<file path="config.mk">
export PLATFORM = sky130hd
export DESIGN_NAME = cnn_in_buffer
export DESIGN_NICKNAME = d
export VERILOG_FILES = /design/src/rtl/cnn_buf_pkg.sv /design/src/rtl/img_wr_if.sv /design/src/rtl/sram_1p.sv /design/src/rtl/stream_loader.sv /design/src/rtl/image_bank.sv /design/src/rtl/kernel_store.sv /design/src/rtl/window_streamer.sv /design/src/rtl/cnn_in_buffer.sv
export VERILOG_INCLUDE_DIRS = /design/src /design/src/rtl
export SDC_FILE = /design/constraint.sdc
export NUM_CORES = 2
export LEC_CHECK = 0
export ABC_AREA = 1
export BUFFER_PORTS_ARGS = -buffer_cell sky130_fd_sc_hd__buf_4
export CAP_MARGIN = 20
export CORE_ASPECT_RATIO = 2
export CORE_UTILIZATION = 45
export DETAILED_ROUTE_END_ITERATION = 8
export PLACE_DENSITY = 0.58
export SLEW_MARGIN = 20
export SYNTH_ARGS = -nofsm -noshare
export SYNTH_HDL_FRONTEND = slang
export SYNTH_SLANG_ARGS = --single-unit
</file>
<file path="constraint.sdc">
create_clock -name clk -period 7.6 [get_ports clk]
set_clock_uncertainty 0.2 [all_clocks]
set_input_delay 1.52 -clock clk [delete_from_list [all_inputs] [get_ports clk]]
set_output_delay 1.52 -clock clk [all_outputs]
set_load 0.02 [all_outputs]
</file>
<file path="src/rtl/cnn_buf_consts.svh">
`ifndef CNN_BUF_CONSTS_SVH
`define CNN_BUF_CONSTS_SVH

// Square image side, must be a multiple of 12
`define CNN_IMG_DIM        12

// Pixels packed into one load word
`define CNN_ROWS_PER_WORD  4

// Window geometry
`define CNN_WIN_ROWS       5
`define CNN_ROW_STRIDE     3

// Kernel fetch
`define CNN_KERNEL_WORDS   3
`define CNN_WEIGHT_DEPTH   64

`endif

</file>
<file path="src/rtl/cnn_buf_pkg.sv">
`include "cnn_buf_consts.svh"

package cnn_buf_pkg;

	typedef enum logic [1:0] {
		IDLE        = 2'd0,
		PARAM_LOAD  = 2'd1,
		IMAGE_LOAD  = 2'd2,
		START_ACCEL = 2'd3
	} buf_mode_t;

	typedef logic [7:0] pixel_t;

	typedef logic [23:0] weight_t;

	// Word 0 sits in the top bits
	typedef logic [`CNN_KERNEL_WORDS*24-1:0] kernel_t;

	// Three pixels, oldest column in the top byte
	typedef logic [23:0] lane_t;

	typedef lane_t [`CNN_WIN_ROWS-1:0] lanes_t;

endpackage

</file>
<file path="src/rtl/img_wr_if.sv">
`timescale 1ns/1ps
`include "cnn_buf_consts.svh"

interface img_wr_if import cnn_buf_pkg::*; ();
	localparam int GRP_W = $clog2(`CNN_IMG_DIM / `CNN_ROWS_PER_WORD);
	localparam int COL_W = $clog2(`CNN_IMG_DIM);

	logic                            we;
	logic [GRP_W-1:0]                row_group;
	logic [COL_W-1:0]                col;
	pixel_t [`CNN_ROWS_PER_WORD-1:0] word;

	modport loader (output we, row_group, col, word);
	modport bank   (input we, row_group, col, word);

endinterface

</file>
<file path="src/rtl/sram_1p.sv">
`timescale 1ns/1ps

module sram_1p #(
	parameter int  DEPTH = 64,
	parameter type T     = logic [7:0]
) (
	input  logic                     clk,
	input  logic                     i_en,
	input  logic                     i_we,
	input  logic [$clog2(DEPTH)-1:0] i_addr,
	input  T                         i_wdata,
	output T                         o_rdata
);

	T mem [DEPTH];

	// Write or registered read, never both
	always_ff @(posedge clk) begin
		if (i_en) begin
			if (i_we) begin
				mem[i_addr] <= i_wdata;
			end else begin
				o_rdata <= mem[i_addr];
			end
		end
	end

endmodule

</file>
<file path="src/rtl/stream_loader.sv">
`timescale 1ns/1ps
`include "cnn_buf_consts.svh"

module stream_loader import cnn_buf_pkg::*; (
	input  logic                                 clk,
	input  logic                                 rstn,
	input  buf_mode_t                            i_state,
	input  logic [31:0]                          i_s_tdata,
	input  logic                                 i_s_tvalid,
	input  logic                                 i_s_tlast,
	output logic                                 o_s_tready,
	output logic                                 o_state_cnvt,
	output logic                                 o_w_we,
	output logic [$clog2(`CNN_WEIGHT_DEPTH)-1:0] o_w_addr,
	output weight_t                              o_w_data,
	img_wr_if.loader                             wr
);
	localparam int GRP_W  = $clog2(`CNN_IMG_DIM / `CNN_ROWS_PER_WORD);
	localparam int COL_W  = $clog2(`CNN_IMG_DIM);
	localparam int ADDR_W = $clog2(`CNN_WEIGHT_DEPTH);

	logic              accept;
	logic [ADDR_W-1:0] w_addr_q;
	logic [GRP_W-1:0]  grp_q;
	logic [COL_W-1:0]  col_q;

	////////////////////////////////////////
	// Stream handshake
	assign o_s_tready   = (i_state == PARAM_LOAD) || (i_state == IMAGE_LOAD);
	assign accept       = i_s_tvalid && o_s_tready;
	assign o_state_cnvt = accept && i_s_tlast;

	// Weight write, low 24 bits
	assign o_w_we   = accept && (i_state == PARAM_LOAD);
	assign o_w_addr = w_addr_q;
	assign o_w_data = i_s_tdata[23:0];

	// Image write, byte b lands in row 4g+b
	assign wr.we        = accept && (i_state == IMAGE_LOAD);
	assign wr.row_group = grp_q;
	assign wr.col       = col_q;
	assign wr.word      = i_s_tdata;

	////////////////////////////////////////
	// Address counters
	always_ff @(posedge clk) begin
		if (!rstn || i_state == IDLE) begin
			w_addr_q <= '0;
			grp_q    <= '0;
			col_q    <= '0;
		end else if (o_w_we) begin
			w_addr_q <= w_addr_q + 1'b1;
		end else if (wr.we) begin
			if (col_q == COL_W'(`CNN_IMG_DIM - 1)) begin
				col_q <= '0;
				grp_q <= grp_q + 1'b1;
			end else begin
				col_q <= col_q + 1'b1;
			end
		end
	end

endmodule

</file>
<file path="src/rtl/image_bank.sv">
`timescale 1ns/1ps
`include "cnn_buf_consts.svh"

module image_bank import cnn_buf_pkg::*; (
	input  logic                            clk,
	input  logic                            i_rd_en,
	input  logic [$clog2(`CNN_IMG_DIM)-1:0] i_rd_col,
	output pixel_t [`CNN_IMG_DIM-1:0]       o_col_px,
	img_wr_if.bank                          wr
);
	localparam int GRP_W = $clog2(`CNN_IMG_DIM / `CNN_ROWS_PER_WORD);
	localparam int COL_W = $clog2(`CNN_IMG_DIM);

	// One RAM per image row, indexed by column
	for (genvar r = 0; r < `CNN_IMG_DIM; r++) begin : g_row
		logic             row_we;
		logic [COL_W-1:0] row_addr;

		// Row r belongs to group r/4
		assign row_we   = wr.we && (wr.row_group == GRP_W'(r / `CNN_ROWS_PER_WORD));
		assign row_addr = row_we ? wr.col : i_rd_col;

		sram_1p #(
			.DEPTH (`CNN_IMG_DIM),
			.T     (pixel_t)
		) ram_inst (
			.clk     (clk),
			.i_en    (row_we || i_rd_en),
			.i_we    (row_we),
			.i_addr  (row_addr),
			.i_wdata (wr.word[r % `CNN_ROWS_PER_WORD]),
			.o_rdata (o_col_px[r])
		);
	end

endmodule

</file>
<file path="src/rtl/kernel_store.sv">
`timescale 1ns/1ps
`include "cnn_buf_consts.svh"

module kernel_store import cnn_buf_pkg::*; (
	input  logic                                 clk,
	input  logic                                 rstn,
	input  buf_mode_t                            i_state,
	input  logic                                 i_w_we,
	input  logic [$clog2(`CNN_WEIGHT_DEPTH)-1:0] i_w_addr,
	input  weight_t                              i_w_data,
	output kernel_t                              o_wdata,
	output logic                                 o_wdata_valid
);
	localparam int ADDR_W  = $clog2(`CNN_WEIGHT_DEPTH);
	localparam int FETCH_W = $clog2(`CNN_KERNEL_WORDS + 1);
	localparam int KEEP_W  = $bits(kernel_t) - $bits(weight_t);

	logic               accel;
	logic               rd_en;
	logic [FETCH_W-1:0] fetch_q;
	logic               rd_q;
	logic               last_q;
	logic               full_q;
	logic [ADDR_W-1:0]  ram_addr;
	weight_t            rd_data;
	kernel_t            shift_q;

	assign accel    = (i_state == START_ACCEL);
	assign rd_en    = accel && (fetch_q != FETCH_W'(`CNN_KERNEL_WORDS));
	assign ram_addr = accel ? ADDR_W'(fetch_q) : i_w_addr;

	sram_1p #(
		.DEPTH (`CNN_WEIGHT_DEPTH),
		.T     (weight_t)
	) weight_ram_inst (
		.clk     (clk),
		.i_en    (i_w_we || rd_en),
		.i_we    (i_w_we),
		.i_addr  (ram_addr),
		.i_wdata (i_w_data),
		.o_rdata (rd_data)
	);

	// Fetch runs once per stay in START_ACCEL
	always_ff @(posedge clk) begin
		if (!rstn || !accel) begin
			fetch_q       <= '0;
			rd_q          <= 1'b0;
			last_q        <= 1'b0;
			full_q        <= 1'b0;
			o_wdata_valid <= 1'b0;
		end else begin
			if (rd_en) begin
				fetch_q <= fetch_q + 1'b1;
			end
			rd_q          <= rd_en;
			last_q        <= rd_en && (fetch_q == FETCH_W'(`CNN_KERNEL_WORDS - 1));
			full_q        <= last_q;
			o_wdata_valid <= full_q;
		end
	end

	// Word 0 ends up in the top bits
	always_ff @(posedge clk) begin
		if (rd_q) begin
			shift_q <= {shift_q[KEEP_W-1:0], rd_data};
		end
		if (full_q) begin
			o_wdata <= shift_q;
		end
	end

endmodule

</file>
<file path="src/rtl/window_streamer.sv">
`timescale 1ns/1ps
`include "cnn_buf_consts.svh"

module window_streamer import cnn_buf_pkg::*; (
	input  logic                            clk,
	input  logic                            rstn,
	input  buf_mode_t                       i_state,
	input  pixel_t [`CNN_IMG_DIM-1:0]       i_col_px,
	output logic                            o_rd_en,
	output logic [$clog2(`CNN_IMG_DIM)-1:0] o_rd_col,
	output lanes_t                          o_pdata,
	output logic                            o_pdata_valid
);
	localparam int DIM    = `CNN_IMG_DIM;
	localparam int NWIN   = DIM / `CNN_ROW_STRIDE;
	localparam int STEP_W = $clog2(DIM + 2);
	localparam int WIN_W  = $clog2(NWIN + 1);
	localparam int COL_W  = $clog2(DIM);
	localparam int KEEP_W = $bits(lane_t) - $bits(pixel_t);

	logic                       accel;
	logic                       active;
	logic                       data_step;
	logic [STEP_W-1:0]          step_q;
	logic [WIN_W-1:0]           win_q;
	logic                       s1_vld;
	logic                       s1_pad;
	logic                       s1_beat;
	logic [WIN_W-1:0]           s1_win;
	pixel_t [`CNN_WIN_ROWS-1:0] sel_px;

	assign accel  = (i_state == START_ACCEL);
	assign active = accel && (win_q != WIN_W'(NWIN));

	// Step 0 and step DIM+1 are the zero pad columns
	assign data_step = (step_q != '0) && (step_q <= STEP_W'(DIM));
	assign o_rd_en   = active && data_step;
	assign o_rd_col  = COL_W'(step_q - 1'b1);

	////////////////////////////////////////
	// Step and window sequencing
	always_ff @(posedge clk) begin
		if (!rstn || !accel) begin
			step_q <= '0;
			win_q  <= '0;
		end else if (active) begin
			if (step_q == STEP_W'(DIM + 1)) begin
				step_q <= '0;
				win_q  <= win_q + 1'b1;
			end else begin
				step_q <= step_q + 1'b1;
			end
		end
	end

	always_ff @(posedge clk) begin
		if (!rstn) begin
			s1_vld <= 1'b0;
		end else begin
			s1_vld <= active;
		end
	end

	// Tags that travel alongside the RAM read
	always_ff @(posedge clk) begin
		s1_pad  <= !data_step;
		s1_beat <= (step_q >= STEP_W'(2));
		s1_win  <= win_q;
	end

	////////////////////////////////////////
	// Row select, window w starts at row 3w-1
	always_comb begin
		int row;
		for (int j = 0; j < `CNN_WIN_ROWS; j++) begin
			row = `CNN_ROW_STRIDE * int'(s1_win) - 1 + j;
			if (s1_pad || row < 0 || row >= DIM) begin
				sel_px[j] = '0;
			end else begin
				sel_px[j] = i_col_px[row];
			end
		end
	end

	// Newest column enters at the bottom byte
	always_ff @(posedge clk) begin
		if (s1_vld) begin
			for (int j = 0; j < `CNN_WIN_ROWS; j++) begin
				o_pdata[j] <= {o_pdata[j][KEEP_W-1:0], sel_px[j]};
			end
		end
	end

	always_ff @(posedge clk) begin
		if (!rstn) begin
			o_pdata_valid <= 1'b0;
		end else begin
			o_pdata_valid <= s1_vld && s1_beat;
		end
	end

endmodule

</file>
<file path="src/rtl/cnn_in_buffer.sv">
`timescale 1ns/1ps
`include "cnn_buf_consts.svh"

module cnn_in_buffer import cnn_buf_pkg::*; (
	input  logic        clk,
	input  logic        rstn,
	input  logic [31:0] i_s_tdata,
	input  logic        i_s_tvalid,
	input  logic        i_s_tlast,
	output logic        o_s_tready,
	input  buf_mode_t   i_state,
	output logic        o_state_cnvt,
	output kernel_t     o_wdata,
	output logic        o_wdata_valid,
	output lanes_t      o_pdata,
	output logic        o_pdata_valid
);

	logic                                 w_we;
	logic [$clog2(`CNN_WEIGHT_DEPTH)-1:0] w_addr;
	weight_t                              w_data;
	logic                                 rd_en;
	logic [$clog2(`CNN_IMG_DIM)-1:0]      rd_col;
	pixel_t [`CNN_IMG_DIM-1:0]            col_px;

	img_wr_if img_wr ();

	////////////////////////////////////////
	// Load path
	stream_loader stream_loader_inst (
		.clk          (clk),
		.rstn         (rstn),
		.i_state      (i_state),
		.i_s_tdata    (i_s_tdata),
		.i_s_tvalid   (i_s_tvalid),
		.i_s_tlast    (i_s_tlast),
		.o_s_tready   (o_s_tready),
		.o_state_cnvt (o_state_cnvt),
		.o_w_we       (w_we),
		.o_w_addr     (w_addr),
		.o_w_data     (w_data),
		.wr           (img_wr.loader)
	);

	image_bank image_bank_inst (
		.clk      (clk),
		.i_rd_en  (rd_en),
		.i_rd_col (rd_col),
		.o_col_px (col_px),
		.wr       (img_wr.bank)
	);

	////////////////////////////////////////
	// Accelerator side
	kernel_store kernel_store_inst (
		.clk           (clk),
		.rstn          (rstn),
		.i_state       (i_state),
		.i_w_we        (w_we),
		.i_w_addr      (w_addr),
		.i_w_data      (w_data),
		.o_wdata       (o_wdata),
		.o_wdata_valid (o_wdata_valid)
	);

	window_streamer window_streamer_inst (
		.clk           (clk),
		.rstn          (rstn),
		.i_state       (i_state),
		.i_col_px      (col_px),
		.o_rd_en       (rd_en),
		.o_rd_col      (rd_col),
		.o_pdata       (o_pdata),
		.o_pdata_valid (o_pdata_valid)
	);

endmodule

</file>
; ---- After elaboration in Yosys (flattened, before gate mapping)
; Memory sizes are Yosys's and may differ from the RTL's. A register that Yosys moved wholly into a read port is not among the register bits.
; Index checks and enable logic that the tools add are counted.
; Widths: inputs -> output; s select.
[classes]
add_sub_neg = 12
multipliers = 1
order_cmp = 17
eq_ne = 10
mux = 33
bitwise_logic = 4
n_reduce_logical = 43
[op_table]
columns = cell, n
row1 = $bmux 8 s4, 5
row2 = $ge 32x5->1 const B, 5
row3 = $lt 32x1->1 const B, 5
row4 = $lt 32x6->1 const B, 5
row5 = $mux 8, 10
row6 = $add 32x3->32 const B, 2
row7 = $add 32x2->32 const B, 1
row8 = $add 32x4->32 const B, 1
row9 = $sub 32x2->32 const B, 1
row10 = $mux 4, 5
row11 = $logic_or 1x1->1, 17
row12 = $logic_and 1x1->1, 13
row13 = $mux 1, 12
row14 = $reduce_and 2->1, 6
row15 = $add 4x1->4 const B, 2
row16 = $eq 2x2->1 const B, 4
row17 = $eq 4x4->1 const B, 2
row18 = $add 6x1->6 const B, 1
row19 = $mux 6, 1
row20 = $mul 2x3->5 const A, 1
row21 = $add 2x1->2 const B, 2
row22 = $eq 2x1->1 const B, 2
row23 = $ge 4x2->1 const B, 1
row24 = $le 4x4->1 const B, 1
row25 = other kinds (9), 15
[totals]
register_bits = 296
ramBits = 2688
out_inout_bits = 196
mem_count = 13
[mem_list]
columns = name, depth, word_bits, read_ports, rd_ports_with_merged_regs, write_ports, line
row1 = kernel_store_inst.weight_ram_inst.mem, 64, 24, 1, 1, 1, sram_1p.sv:15  ; T mem [DEPTH];
row2 = image_bank_inst.g_row[0].ram_inst.mem, 12, 8, 1, 1, 1, sram_1p.sv:15
row3 = image_bank_inst.g_row[10].ram_inst.mem, 12, 8, 1, 1, 1, sram_1p.sv:15
row4 = image_bank_inst.g_row[11].ram_inst.mem, 12, 8, 1, 1, 1, sram_1p.sv:15
row5 = image_bank_inst.g_row[1].ram_inst.mem, 12, 8, 1, 1, 1, sram_1p.sv:15
row6 = image_bank_inst.g_row[2].ram_inst.mem, 12, 8, 1, 1, 1, sram_1p.sv:15
row7 = +7 memories, --, --, --, --, --, --

; ---- Longest topological paths before layout
[logic_depth]
depth_word = 8
mapped_depth = 20

; ---- By module
; Synthesis repeated with hierarchy kept, for this count alone.
[unflattened]
cells_unflattened = 12640
hier_area_um2 = 131945.3
[by_module_without_submodules]
columns = module, instances, cells_per_inst, area_per_inst_um2, seq_area_each_um2
row1 = sram_1p (kernel_store_inst.weight_ram_inst), 1, 6350, 65275.1, 46844.9
row2 = sram_1p (image_bank_inst.g_row[0].ram_inst ...), 12, 397, 4335.4, 3123.0
row3 = window_streamer, 1, 1142, 8699.6, 3883.7
row4 = kernel_store, 1, 190, 4636.9, 4444.3
row5 = stream_loader, 1, 144, 1074.8, 240.2
row6 = image_bank, 1, 50, 234.0, 0.0

; ---- Least setup slack after synthesis
; OpenSTA, ideal clock, no wires.
[synth_timing]
path_type = input to register
start = input port i_state[0]
end = memory image_bank_inst.g_row[10].ram_inst.mem[10][0] (netlist bit) (enable)
setup_ns = 0.461
arrival_time_ns = 5.083
setup_slack_ns = 1.856
path_stages = 11
cell_sequence = inv_1 > ha_1 > nand2_4 > nor2_8 > nand2_2 > o21ai_2 > inv_2 > buf_2 > buf_2 > nand2_1 > nor3_1
[synth_via]
elab_chain_cells = 8
[synth_lines]
columns = item, line
row1 = "start, declared", cnn_in_buffer.sv:11  ; input buf_mode_t i_state,
row2 = $eq 2x1->1 / $eq 2x2->1 (equally long branches), "stream_loader.sv:29, stream_loader.sv:39"
row3 = $logic_or 1x1->1, stream_loader.sv:29  ; assign o_s_tready = (i_state == PARAM_LOAD) || (i_state == IMAGE_LOAD);
row4 = $logic_and 1x1->1, stream_loader.sv:30  ; assign accept = i_s_tvalid && o_s_tready;
row5 = $logic_and 1x1->1, stream_loader.sv:39  ; assign wr.we = accept && (i_state == IMAGE_LOAD);
row6 = $logic_and 1x1->1, image_bank.sv:20  ; assign row_we = wr.we && (wr.row_group == GRP_W'(r / `CNN_ROWS_PER_WORD));
row7 = $mux 1 / $logic_or 1x1->1 (equally long branches), "sram_1p.sv:20, image_bank.sv:28"
row8 = $mux 1, sram_1p.sv:19  ; if (i_en) begin
row9 = $mux 1 (not written as such), sram_1p.sv:21  ; mem[i_addr] <= i_wdata;
row10 = "end, declared", sram_1p.sv:15
; Parallel ways exist; a longest one is shown, timed or not.

; ---- Worst setup path after layout
[layout_timing]
start = input port i_state[0]
end = register kernel_store_inst.weight_ram_inst.o_rdata[13] (netlist bit), read port of kernel_store_inst.weight_ram_inst.mem, data pin
[layout_via]
elab_chain_cells = 6
[layout_lines]
columns = item, line
row1 = $eq 2x1->1 / $eq 2x2->1 (equally long branches), "stream_loader.sv:29, stream_loader.sv:34"
row2 = $logic_or 1x1->1, stream_loader.sv:29
row3 = $logic_and 1x1->1, stream_loader.sv:30
row4 = $logic_and 1x1->1, stream_loader.sv:34  ; assign o_w_we = accept && (i_state == PARAM_LOAD);
row5 = $logic_or 1x1->1 / $not 1->1 (equally long branches), --
row6 = $reduce_and 2->1 (no source line), --
row7 = "end, declared", sram_1p.sv:12  ; output T o_rdata
; Parallel ways exist; a longest one is shown, timed or not.
; A chain may end at the register's enable or synchronous reset.

==> reports/qor.yml <==
timing:
  period_share: 0.720
  max_freq_ghz: 0.183
  finalCriticalPeriod_ps: 5470
  finalSetupViolCount: 0
  drv_slew: 0
  rsz0062_at_grt: "false"
  fin_ws_ps: 2130
  tightest_slew_ps: 1300
  maxSlewHeadroom: 0.133
  fin_tns_setup_ps: 0
  hold_violations: 0
grt:
  grt_start_max_net_pins: 156
  globalRouteMet3Util: 0.0304
  grtUsageTotal: 0.278
  busiest_layer: "met2"
  met2_usage: 0.494
  grt_pass1_vias: 79800
  grt_overflow_total: 0
  grt_first_pass_wirelength_um: 557000
  grt_antenna_before_repair: 16
  gr-usage-met1: 0.300
layout:
  areaGrowthSynthToFinish_pct: 12.4
  filler_cell_count: 23700
  layout_commonest_cell: "nand2_1"
  fin_nets: 10600
  drive_gt1_frac: 0.0958
  final_core_util: 0.510
  layout_common_cells: "nand2_1 (4,093), edfxtp_1 (3,072), nand3_1 (1,059), buf_4 (445), nor2_1 (408)"
clock_network:
  cts_buffers: 284
  cts-root-buf: "clkbuf_16"
  cts_tree: "built"
  cts_sinks: 3104
  cts_hold_buf: 0
  clk_pin_slew_ps: 70
  cts_resized: 0
  cts.path.max_buffers: 4
  h-tree-depth: 5
  worst_skew_pair.late_latency_ps: 890
  cts_setup_buffers: 0
setup_path:
  critPathCaptureType: "flip-flop"
  critical_path_class: "input pin to flip-flop"
  crit_arrival_ps: 5870
  crit_fanout: 54
  critPathRequiredTime_ps: 8000
  critPathLaunchType: "input pin"
die:
  dieArea_um2: 277000
  core_um2: 273000
  die_h_um: 743
  rows: 271
  initial_utilization: 0.453
  die_w_um: 373
  io_pins: 234
detailed_routing:
  first_iter_violations: 7088
  avgRoutedWirePerCell_um: 27.1
  num_vias: 79700
  via_per_inst: 5.56
  wirelength_um: 388000
  drc: 0
  first_pass_iters: 6
  ant_nets: 0
synthesis:
  synth_edf_count: 3072
  synth-seq-area-share: 0.751
  ys_ff_latch: 3104
  synth-warning-count: 0
  syn_nets: 10400
  synth.avg_cell_area_um2: 12.0
  yosysTopAreaCell: "edfxtp_1"
  netlist.area_leader.share: 0.746
  async_reset_ff_frac: 0
  synth_cell_types: 41
  synthFlopType: "edfxtp_1"
  synth_cells: 10300
  synth_area_leaders: "edfxtp_1 (75%), nand2_1 (12%), nand3_1 (4.3%)"
  synth_area_um2: 124000
status:
  status: "complete, no violations"
power:
  power_density_nw_per_um2: 246
  power.leakage_uw: 0.0506
  ir_drop_v: 0.000189
  total_power_uw: 34200
placement:
  io_buffers: 233
  finalWeightedCongestion: 0.927
  pre_cts_slack_ps: 1360
  post-dp-hpwl_um: 237000
job:
  max-cap-violations: 0
min_path:
  hp-class: "flip-flop to flip-flop"
Yosys cell counts (5+ instances only):
cell         n
nand3_1   1060
buf_4       18
clkbuf_1   266
inv_1      286
mux2i_1     16
buf_1       48
nand2_2      7
nor2_4       5
ha_1        33
nor3_1      42
o21bai_1     8
buf_2      193
a21oi_1     58
o22ai_1      8
inv_2       14
nor2_2       8
nand2_1   4095
nor2_1     496
o211ai_1     9
o21ai_1      6
dfxtp_1     32
o21ai_0    227
nand4_1    294
o21ai_2      7
edfxtp_1  3072
critical path, cell delays in order:
cell and delay (ps):
buf_4 100, ha_1 600, inv_4 160, nand2_1 330, nand2_8 350, nand2_4 490
buf_4 640, nor2_1 110, nor2_1 130, nand2_1 80, nand2_1 400, nand2_1 100
nor2_1 600, nand2_1 120
state kept, by name, indices dropped and copies added (netlist names), 2 cells and up:
signal                                     cells
stream_loader_inst.o_w_addr                    6
image_bank_inst.g_row.ram_inst.mem          1152
window_streamer_inst.s1_win                    3
kernel_store_inst.weight_ram_inst.o_rdata     24
window_streamer_inst.o_pdata                 120
stream_loader_inst.wr.row_group                2
stream_loader_inst.wr.col                      4
kernel_store_inst.shift_q                     72
window_streamer_inst.step_q                    4
image_bank_inst.g_row.ram_inst.o_rdata        96
kernel_store_inst.o_wdata                     72
kernel_store_inst.weight_ram_inst.mem       1536
kernel_store_inst.fetch_q                      2
window_streamer_inst.win_q                     3
metal layers:
metal / routed length (µm) / vias to the layer above
met5: 29 / -
met4: 35600 / 4
met2: 198000 / 3047
li1: - / 36200
met1: 134000 / 39600
met3: 19900 / 864
report_power, final:
part | internal [µW] | switching, µW | leakage, µW
registers | 18900 | 43.1 | 0.0279
clock network | 7530 | 6350 | 0.00426
logic | 269 | 1190 | 0.0184
path summary, 6_finish.rpt:
kind	depth (start not counted)	endpoint	from	slack (ps)
setup / recovery	14	kernel_store_inst.weight_ram_inst.o_rdata[13]	i_state[0]	2130
hold / removal	0	window_streamer_inst.s1_win[0]	window_streamer_inst.win_q[0]	180
setup reg to reg	15	window_streamer_inst.o_pdata[79]	window_streamer_inst.s1_win[0]	2310
hold reg to reg	0	window_streamer_inst.s1_win[0]	window_streamer_inst.win_q[0]	180
logic make-up (layout without fill, tap and decap cells):
group           after synthesis  count (layout)  share of synthesized area
flops                      3104            3104                      0.751
xor+xnor                     10              10                   0.000830
fa+ha+maj                    34              34                    0.00350
mux                          16              16                    0.00130
compound gates              327             327                     0.0140
other cells                   0              12                          0
simple gates               6019            6019                      0.201
buf+inv                     830            1268                     0.0278
final cells by class:
cell class | count | area (µm²) | share of cell area
inverters | 304 | 1150 | 0.00830
clock inverters | 150 | 1140 | 0.00824
repair buffers | 466 | 3770 | 0.0271
multi-input cells | 6406 | 27900 | 0.201
clock buffers | 348 | 7570 | 0.0545
well taps | 3549 | 4440 | 0.0320
flip-flops and latches | 3104 | 92900 | 0.669
diodes | 12 | 30.0 | 0.000216
metrics by stage:
stage	hold WS, ps	cells	instance area (µm²)
6_report	177	14300	139000
5_1_grt	181	14300	139000
4_1_cts	168	14300	139000
3_5_place_dp	167	13800	130000
3_3_place_gp	166	13800	130000
2_1_floorplan	155	10300	124000
Note: power is estimated with default switching activity, not from simulation.
